$ cat config.mk
export PLATFORM = sky130hd
export DESIGN_NAME = shared_fifo_top
export DESIGN_NICKNAME = d
export VERILOG_FILES = /design/src/fifo_shared_pkg.sv /design/src/data_ram.sv /design/src/credit_receiver.sv /design/src/freelist_alloc.sv /design/src/shared_fifo_push_ctrl_credit.sv /design/src/linked_list_ctrl.sv /design/src/pop_ctrl.sv /design/src/shared_fifo_top.sv
export SDC_FILE = /design/constraint.sdc
export NUM_CORES = 1
export LEC_CHECK = 0
export BUFFER_PORTS_ARGS = -buffer_cell sky130_fd_sc_hd__buf_2
export CORE_MARGIN = 2
export CORE_UTILIZATION = 45
export CTS_BUF_LIST = sky130_fd_sc_hd__clkbuf_8
export CTS_CLUSTER_DIAMETER = 60
export CTS_CLUSTER_SIZE = 8
export DETAILED_ROUTE_END_ITERATION = 8
export PLACE_DENSITY = 0.7
export SLEW_MARGIN = 40
export SYNTH_ARGS = -nofsm -noshare
export SYNTH_HDL_FRONTEND = slang
export SYNTH_SLANG_ARGS = --single-unit
$ cat constraint.sdc
create_clock -name clk -period 4.25 [get_ports clk]
set_input_delay 0.425 -clock clk [delete_from_list [all_inputs] [get_ports clk]]
set_output_delay 0.425 -clock clk [all_outputs]
set_load 0.1 [all_outputs]
$ cat src/fifo_shared_pkg.sv
package fifo_shared_pkg;

  localparam int fifo_id_w = 2;
  localparam int addr_w = 4;
  localparam int data_w = 16;
  // Wide enough to hold a full count of 2^addr_w credits
  localparam int count_w = addr_w + 1;

  typedef struct packed {
    logic [fifo_id_w-1:0] fifo_id;
    logic [data_w-1:0]    data;
  } push_req_t;

  // New tail entry for one logical FIFO
  typedef struct packed {
    logic                 valid;
    logic [fifo_id_w-1:0] fifo_id;
    logic [addr_w-1:0]    entry;
  } tail_upd_t;

  typedef struct packed {
    logic              valid;
    logic [addr_w-1:0] entry;
  } dealloc_t;

  typedef struct packed {
    logic                 valid;
    logic [fifo_id_w-1:0] fifo_id;
    logic [data_w-1:0]    data;
  } pop_resp_t;

  typedef enum logic {
    fl_init,
    fl_run
  } fl_state_t;

endpackage

$ cat src/data_ram.sv
`timescale 1ns/1ps

module data_ram #(
  parameter int depth = 16
) (
  input  logic                               clk,
  input  logic                               wr_en,
  input  logic [fifo_shared_pkg::addr_w-1:0] wr_addr,
  input  logic [fifo_shared_pkg::data_w-1:0] wr_data,
  input  logic                               rd_en,
  input  logic [fifo_shared_pkg::addr_w-1:0] rd_addr,
  output logic [fifo_shared_pkg::data_w-1:0] rd_data
);
  import fifo_shared_pkg::*;

  logic [data_w-1:0] mem [depth];

  always_ff @(posedge clk) begin
    if (wr_en) begin
      mem[wr_addr] <= wr_data;
    end
  end

  // Registered read, one cycle of latency
  always_ff @(posedge clk) begin
    if (rd_en) begin
      rd_data <= mem[rd_addr];
    end
  end

endmodule

$ cat src/credit_receiver.sv
`timescale 1ns/1ps

module credit_receiver #(
  parameter int depth = 16
) (
  input  logic                                  clk,
  input  logic                                  rst_n,
  input  logic                                  push_sender_in_reset,
  output logic                                  push_receiver_in_reset,
  input  logic                                  push_credit_stall,
  output logic                                  push_credit,
  input  logic                                  push_valid,
  input  fifo_shared_pkg::push_req_t            push_req,
  input  fifo_shared_pkg::dealloc_t             dealloc,
  input  logic [fifo_shared_pkg::count_w-1:0]   credit_initial,
  input  logic [fifo_shared_pkg::count_w-1:0]   credit_withhold,
  output logic [fifo_shared_pkg::count_w-1:0]   credit_available,
  output logic [fifo_shared_pkg::count_w-1:0]   credit_count,
  output logic                                  int_valid,
  output fifo_shared_pkg::push_req_t            int_req
);
  import fifo_shared_pkg::*;

  localparam logic [count_w-1:0] max_credit = count_w'(depth);

  logic               either_rst;
  logic               above_withhold;
  logic [count_w-1:0] init_load;
  logic [count_w-1:0] count_next;

  // Sender reset counts as reset for the whole push path
  assign either_rst = !rst_n || push_sender_in_reset;
  assign push_receiver_in_reset = !rst_n;

  // Never hand out more credits than the RAM has entries
  assign init_load = (credit_initial > max_credit) ? max_credit : credit_initial;

  assign above_withhold = credit_count > credit_withhold;

  // At most one credit goes back per cycle
  assign push_credit = !either_rst && !push_credit_stall && above_withhold;

  assign credit_available = above_withhold ? credit_count - credit_withhold : '0;

  // Returned entries and released credits land in one update
  assign count_next = credit_count + count_w'(dealloc.valid) - count_w'(push_credit);

  always_ff @(posedge clk) begin
    if (either_rst) begin
      credit_count <= init_load;
      int_valid <= 1'b0;
    end else begin
      credit_count <= count_next;
      int_valid <= push_valid;
    end
  end

  // Push payload registered for the freelist
  always_ff @(posedge clk) begin
    if (push_valid) begin
      int_req <= push_req;
    end
  end

endmodule

$ cat src/freelist_alloc.sv
`timescale 1ns/1ps

module freelist_alloc #(
  parameter int depth = 16
) (
  input  logic                                 clk,
  input  logic                                 rst_n,
  input  logic                                 int_valid,
  input  fifo_shared_pkg::push_req_t           int_req,
  input  fifo_shared_pkg::dealloc_t            dealloc_in,
  output logic                                 push_full,
  output logic                                 wr_en,
  output logic [fifo_shared_pkg::addr_w-1:0]   wr_addr,
  output logic [fifo_shared_pkg::data_w-1:0]   wr_data,
  output fifo_shared_pkg::tail_upd_t           tail_upd,
  output fifo_shared_pkg::dealloc_t            dealloc_out
);
  import fifo_shared_pkg::*;

  // Entry 0 goes straight to staging, the rest start in the pool
  localparam logic [depth-1:0] init_pool = ~(depth'(1));

  fl_state_t         state;
  logic [depth-1:0]  pool;
  logic [depth-1:0]  pool_next;
  logic [addr_w-1:0] stage_entry;
  logic              stage_valid;
  logic [addr_w-1:0] pick_entry;
  logic              pick_valid;
  logic              alloc;
  logic              refill;

  // Lowest free index wins
  always_comb begin
    pick_valid = 1'b0;
    pick_entry = '0;
    for (int i = depth - 1; i >= 0; i--) begin
      if (pool[i]) begin
        pick_valid = 1'b1;
        pick_entry = addr_w'(i);
      end
    end
  end

  assign alloc = int_valid && stage_valid;
  assign refill = (state == fl_run) && pick_valid && (!stage_valid || alloc);

  always_comb begin
    pool_next = pool;
    if (refill) begin
      pool_next[pick_entry] = 1'b0;
    end
    if (dealloc_in.valid) begin
      pool_next[dealloc_in.entry] = 1'b1;
    end
  end

  always_ff @(posedge clk) begin
    if (!rst_n) begin
      state <= fl_init;
      pool <= '0;
      stage_entry <= '0;
      stage_valid <= 1'b0;
    end else begin
      case (state)
        fl_init: begin
          pool <= init_pool;
          stage_entry <= '0;
          stage_valid <= 1'b1;
          state <= fl_run;
        end
        default: begin
          pool <= pool_next;
          if (refill) begin
            stage_entry <= pick_entry;
            stage_valid <= 1'b1;
          end else if (alloc) begin
            stage_valid <= 1'b0;
          end
        end
      endcase
    end
  end

  // No staged entry in run means every entry is in use
  assign push_full = (state == fl_run) && !stage_valid;

  assign wr_en = alloc;
  assign wr_addr = stage_entry;
  assign wr_data = int_req.data;

  assign tail_upd.valid = alloc;
  assign tail_upd.fifo_id = int_req.fifo_id;
  assign tail_upd.entry = stage_entry;

  // Each freed entry becomes one credit
  assign dealloc_out = dealloc_in;

endmodule

$ cat src/shared_fifo_push_ctrl_credit.sv
`timescale 1ns/1ps

module shared_fifo_push_ctrl_credit #(
  parameter int num_fifos = 4,
  parameter int depth = 16
) (
  input  logic                                 clk,
  input  logic                                 rst_n,
  input  logic                                 push_sender_in_reset,
  output logic                                 push_receiver_in_reset,
  input  logic                                 push_credit_stall,
  output logic                                 push_credit,
  input  logic                                 push_valid,
  input  fifo_shared_pkg::push_req_t           push_req,
  output logic                                 push_full,
  input  logic [fifo_shared_pkg::count_w-1:0]  credit_initial,
  input  logic [fifo_shared_pkg::count_w-1:0]  credit_withhold,
  output logic [fifo_shared_pkg::count_w-1:0]  credit_available,
  output logic [fifo_shared_pkg::count_w-1:0]  credit_count,
  input  fifo_shared_pkg::dealloc_t            dealloc,
  output logic                                 wr_en,
  output logic [fifo_shared_pkg::addr_w-1:0]   wr_addr,
  output logic [fifo_shared_pkg::data_w-1:0]   wr_data,
  output fifo_shared_pkg::tail_upd_t           tail_upd
);
  import fifo_shared_pkg::*;

  logic      push_rst_n;
  logic      rst_dly;
  logic      stall_int;
  logic      int_valid;
  push_req_t int_req;
  push_req_t fl_req;
  dealloc_t  credit_dealloc;

  assign push_rst_n = rst_n && !push_sender_in_reset;

  // The staging entry is only there one cycle after reset, so hold credits back that long
  always_ff @(posedge clk) begin
    if (!push_rst_n) begin
      rst_dly <= 1'b1;
    end else begin
      rst_dly <= 1'b0;
    end
  end

  assign stall_int = push_credit_stall || rst_dly;

  credit_receiver #(
    .depth(depth)
  ) u_credit_receiver (
    .clk,
    .rst_n,
    .push_sender_in_reset,
    .push_receiver_in_reset,
    .push_credit_stall(stall_int),
    .push_credit,
    .push_valid,
    .push_req,
    .dealloc(credit_dealloc),
    .credit_initial,
    .credit_withhold,
    .credit_available,
    .credit_count,
    .int_valid,
    .int_req
  );

  // Ids past the last FIFO fold into it
  always_comb begin
    fl_req = int_req;
    if (int_req.fifo_id > fifo_id_w'(num_fifos - 1)) begin
      fl_req.fifo_id = fifo_id_w'(num_fifos - 1);
    end
  end

  freelist_alloc #(
    .depth(depth)
  ) u_freelist_alloc (
    .clk,
    .rst_n(push_rst_n),
    .int_valid,
    .int_req(fl_req),
    .dealloc_in(dealloc),
    .push_full,
    .wr_en,
    .wr_addr,
    .wr_data,
    .tail_upd,
    .dealloc_out(credit_dealloc)
  );

endmodule

$ cat src/linked_list_ctrl.sv
`timescale 1ns/1ps

module linked_list_ctrl #(
  parameter int num_fifos = 4,
  parameter int depth = 16
) (
  input  logic                                                clk,
  input  logic                                                rst_n,
  input  fifo_shared_pkg::tail_upd_t                          tail_upd,
  input  logic                                                pop_take,
  input  logic [fifo_shared_pkg::fifo_id_w-1:0]               pop_take_id,
  output logic [num_fifos-1:0][fifo_shared_pkg::addr_w-1:0]   head,
  output logic [num_fifos-1:0]                                fifo_empty
);
  import fifo_shared_pkg::*;

  logic [num_fifos-1:0][addr_w-1:0] tail;
  logic [addr_w-1:0]                next_ptr [depth];
  logic [num_fifos-1:0]             push_hit;
  logic [num_fifos-1:0]             take_hit;
  logic [num_fifos-1:0]             last_one;
  logic                             link_en;
  logic [addr_w-1:0]                link_addr;

  for (genvar f = 0; f < num_fifos; f++) begin : gen_hit
    assign push_hit[f] = tail_upd.valid && (tail_upd.fifo_id == fifo_id_w'(f));
    assign take_hit[f] = pop_take && (pop_take_id == fifo_id_w'(f));
    // Head meets tail on a single-element list
    assign last_one[f] = head[f] == tail[f];
  end

  always_ff @(posedge clk) begin
    if (!rst_n) begin
      head <= '0;
      tail <= '0;
      fifo_empty <= '1;
    end else begin
      for (int f = 0; f < num_fifos; f++) begin
        if (push_hit[f]) begin
          tail[f] <= tail_upd.entry;
        end
        // A push into an empty list, or one that is emptying now, starts a new head
        if (push_hit[f] && (fifo_empty[f] || (take_hit[f] && last_one[f]))) begin
          head[f] <= tail_upd.entry;
          fifo_empty[f] <= 1'b0;
        end else if (take_hit[f]) begin
          if (last_one[f]) begin
            fifo_empty[f] <= 1'b1;
          end else begin
            head[f] <= next_ptr[head[f]];
          end
        end
      end
    end
  end

  // Old tail points at the new entry
  always_comb begin
    link_en = 1'b0;
    link_addr = '0;
    for (int f = 0; f < num_fifos; f++) begin
      if (push_hit[f] && !fifo_empty[f]) begin
        link_en = 1'b1;
        link_addr = tail[f];
      end
    end
  end

  always_ff @(posedge clk) begin
    if (link_en) begin
      next_ptr[link_addr] <= tail_upd.entry;
    end
  end

endmodule

$ cat src/pop_ctrl.sv
`timescale 1ns/1ps

module pop_ctrl #(
  parameter int num_fifos = 4
) (
  input  logic                                                clk,
  input  logic                                                rst_n,
  input  logic                                                pop,
  input  logic [fifo_shared_pkg::fifo_id_w-1:0]               pop_fifo_id,
  input  logic [num_fifos-1:0][fifo_shared_pkg::addr_w-1:0]   head,
  input  logic [num_fifos-1:0]                                fifo_empty,
  input  logic [fifo_shared_pkg::data_w-1:0]                  rd_data,
  output logic                                                pop_take,
  output logic [fifo_shared_pkg::fifo_id_w-1:0]               pop_take_id,
  output logic                                                rd_en,
  output logic [fifo_shared_pkg::addr_w-1:0]                  rd_addr,
  output fifo_shared_pkg::pop_resp_t                          pop_resp,
  output fifo_shared_pkg::dealloc_t                           dealloc
);
  import fifo_shared_pkg::*;

  logic                 id_ok;
  logic [fifo_id_w-1:0] safe_id;
  logic                 resp_valid;
  logic [fifo_id_w-1:0] resp_id;
  logic [addr_w-1:0]    resp_entry;

  // Ids with no FIFO behind them are treated like an empty FIFO
  assign id_ok = pop_fifo_id <= fifo_id_w'(num_fifos - 1);
  assign safe_id = id_ok ? pop_fifo_id : '0;

  assign pop_take = pop && id_ok && !fifo_empty[safe_id];
  assign pop_take_id = safe_id;

  // Head entry goes to the RAM in the cycle of the pop
  assign rd_en = pop_take;
  assign rd_addr = head[safe_id];

  always_ff @(posedge clk) begin
    if (!rst_n) begin
      resp_valid <= 1'b0;
    end else begin
      resp_valid <= pop_take;
    end
  end

  always_ff @(posedge clk) begin
    if (pop_take) begin
      resp_id <= safe_id;
      resp_entry <= head[safe_id];
    end
  end

  // Data is back from the RAM one cycle later
  assign pop_resp.valid = resp_valid;
  assign pop_resp.fifo_id = resp_id;
  assign pop_resp.data = rd_data;

  // Entry is free as soon as its data has been read
  assign dealloc.valid = resp_valid;
  assign dealloc.entry = resp_entry;

endmodule

$ cat src/shared_fifo_top.sv
`timescale 1ns/1ps

module shared_fifo_top #(
  parameter int num_fifos = 4,
  parameter int depth = 16
) (
  input  logic                                 clk,
  input  logic                                 rst_n,
  input  logic                                 push_sender_in_reset,
  output logic                                 push_receiver_in_reset,
  input  logic                                 push_credit_stall,
  output logic                                 push_credit,
  input  logic                                 push_valid,
  input  fifo_shared_pkg::push_req_t           push_req,
  output logic                                 push_full,
  input  logic [fifo_shared_pkg::count_w-1:0]  credit_initial,
  input  logic [fifo_shared_pkg::count_w-1:0]  credit_withhold,
  output logic [fifo_shared_pkg::count_w-1:0]  credit_available,
  output logic [fifo_shared_pkg::count_w-1:0]  credit_count,
  input  logic                                 pop,
  input  logic [fifo_shared_pkg::fifo_id_w-1:0] pop_fifo_id,
  output fifo_shared_pkg::pop_resp_t           pop_resp,
  output logic [num_fifos-1:0]                 fifo_empty
);
  import fifo_shared_pkg::*;

  logic                             wr_en;
  logic [addr_w-1:0]                wr_addr;
  logic [data_w-1:0]                wr_data;
  tail_upd_t                        tail_upd;
  dealloc_t                         dealloc;
  logic [num_fifos-1:0][addr_w-1:0] head;
  logic                             pop_take;
  logic [fifo_id_w-1:0]             pop_take_id;
  logic                             rd_en;
  logic [addr_w-1:0]                rd_addr;
  logic [data_w-1:0]                rd_data;

  shared_fifo_push_ctrl_credit #(
    .num_fifos(num_fifos),
    .depth(depth)
  ) u_push_ctrl (
    .clk,
    .rst_n,
    .push_sender_in_reset,
    .push_receiver_in_reset,
    .push_credit_stall,
    .push_credit,
    .push_valid,
    .push_req,
    .push_full,
    .credit_initial,
    .credit_withhold,
    .credit_available,
    .credit_count,
    .dealloc,
    .wr_en,
    .wr_addr,
    .wr_data,
    .tail_upd
  );

  linked_list_ctrl #(
    .num_fifos(num_fifos),
    .depth(depth)
  ) u_linked_list (
    .clk,
    .rst_n,
    .tail_upd,
    .pop_take,
    .pop_take_id,
    .head,
    .fifo_empty
  );

  pop_ctrl #(
    .num_fifos(num_fifos)
  ) u_pop_ctrl (
    .clk,
    .rst_n,
    .pop,
    .pop_fifo_id,
    .head,
    .fifo_empty,
    .rd_data,
    .pop_take,
    .pop_take_id,
    .rd_en,
    .rd_addr,
    .pop_resp,
    .dealloc
  );

  data_ram #(
    .depth(depth)
  ) u_data_ram (
    .clk,
    .wr_en,
    .wr_addr,
    .wr_data,
    .rd_en,
    .rd_addr,
    .rd_data
  );

endmodule

-- After elaboration in Yosys (flattened, before gate mapping)
Memory sizes are Yosys's and may differ from the RTL's. A register that Yosys moved wholly into a read port is not among the register bits.
Index checks and enable logic that the tools add are counted.
- memories kept: 2
- logic and storage cells: 221
- output and inout bits: 36
- memory bits (writable): 320
- bits of input ports: 36
- bits in registers: 90
- muxes and demuxes: 97
- bitwise gates (word level): 3
- $lt $le $gt $ge: 9
- equality and inequality tests: 15
- reduce and logical (&&, ||, !) cells: 67
- add/subtract/negate cells: 3
- memories (memory ; depth ; bits a word ; read ports ; clocked after memory_dff ; write ports ; line ; RTL):
    u_data_ram.mem ; 16 ; 16 ; 1 ; 1 ; 1 ; data_ram.sv:16 ; logic [data_w-1:0] mem [depth];
    u_linked_list.next_ptr ; 16 ; 4 ; 4 ; 4 ; 1 ; linked_list_ctrl.sv:18 ; logic [addr_w-1:0] next_ptr [depth];
- operator list (cell ; count):
    2-to-1 mux 4 bit ; 41
    2-to-1 mux 16 bit ; 3
    2-to-1 mux 1 bit ; 44
    logical AND 1 bit ; 31
    AND reduction 2 bit ; 9
    bitwise AND 16 bit ; 1
    equality test 4 bit ; 4
    NOT 16 bit ; 1
    OR 16 bit ; 1
    nonzero test 2 bit ; 8
    2-to-1 mux 5 bit ; 3
    logical NOT 1 bit ; 10
    less-than comparator 4 x 5 -> 1 bit, second input constant ; 2
    binary-select mux 4 bit (select 2 bit) ; 1
    demux 1 bit (select 4 bit) ; 2
    equality test 2 bit, second input constant ; 4
    greater-or-equal comparator 4 x 1 -> 1 bit, second input constant ; 2
    inequality test 2 bit, second input constant ; 4
    logical OR 1 bit ; 7
    adder 5 x 1 -> 5 bit ; 1
    greater-than comparator 5 bit ; 1
    greater-than comparator 5 bit, second input constant ; 1
    subtractor 5 x 1 -> 5 bit ; 1
    subtractor 5 bit ; 1
    8 further kinds ; 11

-- Longest topological paths before layout
- depth in word-level cells: 26
- mapped depth: 18
- mapped depth without buffers: 18

-- Modules after synthesis
From an unflattened synthesis, not the netlist that was laid out.
- cells, all modules: 1264
- area total of the unflattened synthesis: 19996.7 µm²
- modules (own cells, without submodules) (module ; times used ; area each (µm²) ; cells an instance):
    data_ram ; 1 ; 10203.5 ; 432
    linked_list_ctrl ; 1 ; 6566.3 ; 494
    freelist_alloc ; 1 ; 1478.9 ; 193
    credit_receiver ; 1 ; 1182.4 ; 100
    pop_ctrl ; 1 ; 526.8 ; 41
    shared_fifo_push_ctrl_credit ; 1 ; 38.8 ; 4

-- Worst setup path before layout
No wires, ideal clock.
- path kind: register to register
- from: reg u_push_ctrl.u_credit_receiver.credit_count[1] in the netlist's numbering
- to: reg u_push_ctrl.u_credit_receiver.credit_count[4] in the netlist's numbering
- stages on the path, launching flop included: 18
- data required time: 4.119 ns
- arrival time: 6.660 ns
- path buffers: 0
- clock period less this slack: 6.790 ns
- slack: -2.540 ns
- path through: dfxtp_1 > ha_1 > nor2b_1 > o21ai_0 > a21boi_0 > o21a_1 > o22ai_1 > nor4_1 > ha_1 > inv_1 > ha_1 > inv_1 > fa_1 > inv_1 > a21o_1 > a21oi_1 > xnor2_1 > o21ai_0
- longest elaborated chain between the ends: 4
- RTL lines (item ; line ; RTL):
    start: declaration ; credit_receiver.sv:18 ; output logic [fifo_shared_pkg::count_w-1:0] credit_count,
    start signal: assignment ; credit_receiver.sv:50 ; credit_count <= init_load;
    start signal: assignment ; credit_receiver.sv:53 ; credit_count <= count_next;
    greater-than comparator 5 bit ; credit_receiver.sv:38 ; assign above_withhold = credit_count > credit_withhold;
    logical AND 1 bit ; credit_receiver.sv:41 ; assign push_credit = !either_rst && !push_credit_stall && above_withhold;
    named net push_credit ; shared_fifo_top.sv:12 ; output logic push_credit,
    subtractor 5 x 1 -> 5 bit ; credit_receiver.sv:46 ; assign count_next = credit_count + count_w'(dealloc.valid) - count_w'(push_credit);
    2-to-1 mux 5 bit ; credit_receiver.sv:49 ; if (either_rst) begin
The timed path passes the listed nets, and every way through them passes these cells.
A chain may end at the register's enable or synchronous reset.

-- Worst setup path in the final report
- from: reg u_push_ctrl.u_credit_receiver.credit_count[1] in the netlist's numbering
- to: out credit_available[3] in the netlist's numbering
- longest elaborated chain between the ends: 2
- RTL lines (item ; line ; RTL):
    subtractor 5 bit / greater-than comparator 5 bit (equally long branches) ; credit_receiver.sv:43, credit_receiver.sv:38 ;
    2-to-1 mux 5 bit (*) ; credit_receiver.sv:43 ; assign credit_available = above_withhold ? credit_count - credit_withhold : '0;
    end: declaration ; shared_fifo_top.sv:18 ; output logic [fifo_shared_pkg::count_w-1:0] credit_available,
Every way passes the cells marked *; elsewhere a longest branch is shown, timed or not.

==> metrics.txt <==
hold depth 3; post-synthesis sequential area ratio a little over three fifths; I/O Buffers 71; worst-skew pair later-pin latency 0.69 ns; Slew Limit Fails 0; setup violators final 0; synth cell count leaders edfxtp_1 (360), mux2i_1 (192), dfxtp_1 (82), nor2_1 (82), mux4_2 (73); DIE HEIGHT approximately 210 µm; synthesis-to-finish area growth 11.7%; Synth cell types 62; worst reg2reg path depth 17; Most used DFF post-synth edfxtp_1; clock power share between 30% and 40%; Worst-Margin Slew 0.816 ns; synth top area cells edfxtp_1 (55%), mux2i_1 (9.8%), mux4_2 (8.4%); ratio of cells with drive above 1 in the final layout between 20% and 30%; Final Cycle Share about four fifths; YS warnings 0; Clock Tree Root clkbuf_8; min-delay worst type input port to register; Reg clk slew, reported paths approximately 0.07 ns; post-synth net total around 1,400; CTS Hold Buffers Added 22; DR iter-0 viols roughly 1,200; Final HPWL DP 28,300 µm; Ports 72; Post CTS Setup Buffer Count 0; area share of the largest cell type after synthesis between 50% and 60%; Pre-antenna DRT Iters 5; Tot Pwr ~8 mW; FFs w/ async S/R, synth 0%; Worst EP arrival roughly 2.9 ns; vias in the first global route 11,600; initial antenna violation count 0; Routed wire per std cell 22.3 µm; Max VDD drop 0.243 mV; Synth Instances between 1,000 and 1,500; CP startpoint kind register; Final Hold Fails 0; CP Max Fanout 6; H-tree depth 2; Net Sw Frac between 20% and 30%; clk sink count about 440; Min-Delay Endpoint u_push_ctrl.u_credit_receiver.credit_count[4]$_DFF_P_; leak pwr 7.79 nW; Net count, final between 1,000 and 1,500; TNS Setup 0 ns; Initial Util between 40% and 50%; flop-to-flop setup slack about 0.9 ns; syn_area_per_cell approximately 15 µm²; ANT nets after route 0; critical path type register to output pin; CTS Buf Count 61; total grt overflow 0; post-CTS sizing 0; hold_sp credit_initial[4]; TritonCTS clock tree yes; Total GRT Usage between 20% and 30%; number of synthesized flops with an enable pin between 300 and 400; reg2reg start u_push_ctrl.u_credit_receiver.credit_count[1]$_DFF_P_; Slew Limit Headroom a little under half; first-pass GRT wire length 69,100 µm; Seq cells post-synth 442; worst r2r dst u_push_ctrl.u_credit_receiver.credit_count[4]$_DFF_P_; mapped cell area approximately 0.020 mm²; Yosys top cell by area edfxtp_1; crit end category output pin; vias around 12,000; Post-Route WL about 46,000 µm; count leader, synth edfxtp_1; Rows 76; Routability Congestion between 0.8 and 0.9; outcome complete, no violations; Cell Int Power a little over 6 mW; Die X about 210 µm; Comb pwr share under 10%; detailed-route DRC error count 0; largest net degree at the start of global routing 60; Final min period between 3 and 4 ns; clk buf depth 3; clock skew 0.0488 ns; max cap viols 0; achievable clock frequency ~300 MHz; WP data required 3.83 ns; Power per Cell Area 366 mW/mm²; Die Area about 0.045 mm²; Final Core Density between 50% and 60%; unrepaired setup endpoints after global routing no; via/cell ratio ~5.8; core area 0.0431 mm²; Net Sw Power between 1.5 and 2 mW; Seq pwr share between 50% and 60%
[worst max-delay path: stages, from the launching register on]
cell	delay, ns
dfxtp_4	0.37
ha_1	0.29
nor2b_1	0.11
o21ai_0	0.11
a21boi_0	0.30
o21a_1	0.15
o22ai_1	0.12
buf_4	0.18
nor3_1	0.18
buf_2	0.46
[routing by layer]
metal | part of all wire, % | GRT usage, % | up-vias
li1 | - | - | 5348
met1 | 43 | 27.3 | 5925
met2 | 48 | 33.3 | 418
met3 | 6.7 | 4.15 | 87
met4 | 2.4 | 6.82 | 0
met5 | 0 | 0 | -
[logic make-up after synthesis]
group                      synth area share [%]
DFF                                        63.3
buffers and inverters                      2.48
muxes                                      19.5
and+or+nand+nor                            6.79
adders and majority gates                 0.839
AOI/OAI and AO/OA                          6.09
xor gates and xnor gates                  0.979
[flip-flops by register name, summed over array words and instances, names as in the netlist, named ones only]
signal / flops
u_push_ctrl.rst_dly: 1
u_push_ctrl.u_freelist_alloc.stage_valid: 1
u_pop_ctrl.resp_id: 2
u_pop_ctrl.resp_entry: 4
u_push_ctrl.u_freelist_alloc.pool: 16
u_linked_list.head: 16
u_push_ctrl.u_credit_receiver.credit_count: 5
u_push_ctrl.u_freelist_alloc.wr_addr: 4
u_push_ctrl.u_credit_receiver.int_req: 18
u_data_ram.mem: 256
u_push_ctrl.u_freelist_alloc.state: 1
u_linked_list.tail: 16
u_linked_list.fifo_empty: 4
u_linked_list.next_ptr: 64
u_data_ram.rd_data: 16
u_push_ctrl.u_credit_receiver.int_valid: 1
u_pop_ctrl.resp_valid: 1
[worst max path at each step]
stage,cells past startpoint,startpoint,endpoint
finish,9,u_push_ctrl.u_credit_receiver.credit_count[1]$_DFF_P_,credit_available[3]
global route,17,u_push_ctrl.u_credit_receiver.credit_count[1]$_DFF_P_,u_push_ctrl.u_credit_receiver.credit_count[4]$_DFF_P_
CTS,9,u_push_ctrl.u_credit_receiver.credit_count[1]$_DFF_P_,credit_available[3]
detailed placement,19,credit_withhold[1],u_push_ctrl.u_credit_receiver.credit_count[4]$_DFF_P_
global placement,19,credit_withhold[1],u_push_ctrl.u_credit_receiver.credit_count[4]$_DFF_P_
floorplan,17,u_push_ctrl.u_credit_receiver.credit_count[1]$_DFF_P_,u_push_ctrl.u_credit_receiver.credit_count[4]$_DFF_P_
[placed cells by master, fill, tap and decap left out, types with 20 or more instances in the layout]
master,instances
buf_4,33
o21ai_0,36
edfxtp_1,360
dlygate4sd3_1,22
a21oi_1,39
nand3b_1,22
nor2_1,70
nand2_1,66
clkbuf_8,61
mux4_2,71
buf_2,71
dfxtp_1,73
inv_1,48
xor2_1,20
mux2i_1,192
[per-stage QoR]
stage / instance area, µm² / hold WS [ns] / cells / setup slack (ns)
4_1_cts: 22000 / 0.00321 / 2038 / 0.799
6_report: 22000 / 0.0546 / 2039 / 0.883
3_5_place_dp: 20800 / 0.479 / 1929 / 0.652
3_3_place_gp: 20700 / 0.474 / 1927 / 0.791
2_1_floorplan: 19700 / 0.461 / 1318 / 0.00932
5_1_grt: 22000 / 0.0476 / 2038 / 0.632
[power groups by stage]
stage	logic (mW)	registers (mW)	clock network (mW)
floorplan	0.246	4.91	0
global placement	0.377	4.89	0
detailed placement	0.380	4.89	0
CTS	0.397	4.80	2.93
global route	0.426	4.81	3.11
finish	0.395	4.80	2.85
[area by class of cell]
| cell class | count | area (µm²) |
|---|---|---|
| flip-flops and latches | 442 | 12500 |
| clock inverters | 26 | 125 |
| fillers | 3613 | 21100 |
| multi-input cells | 768 | 6830 |
| clock buffers | 61 | 840 |
| inverters | 27 | 101 |
| repair buffers | 129 | 883 |
| well taps | 585 | 732 |
| diodes | 1 | 2.50 |
No activity file was read; power rests on OpenSTA's default activity.
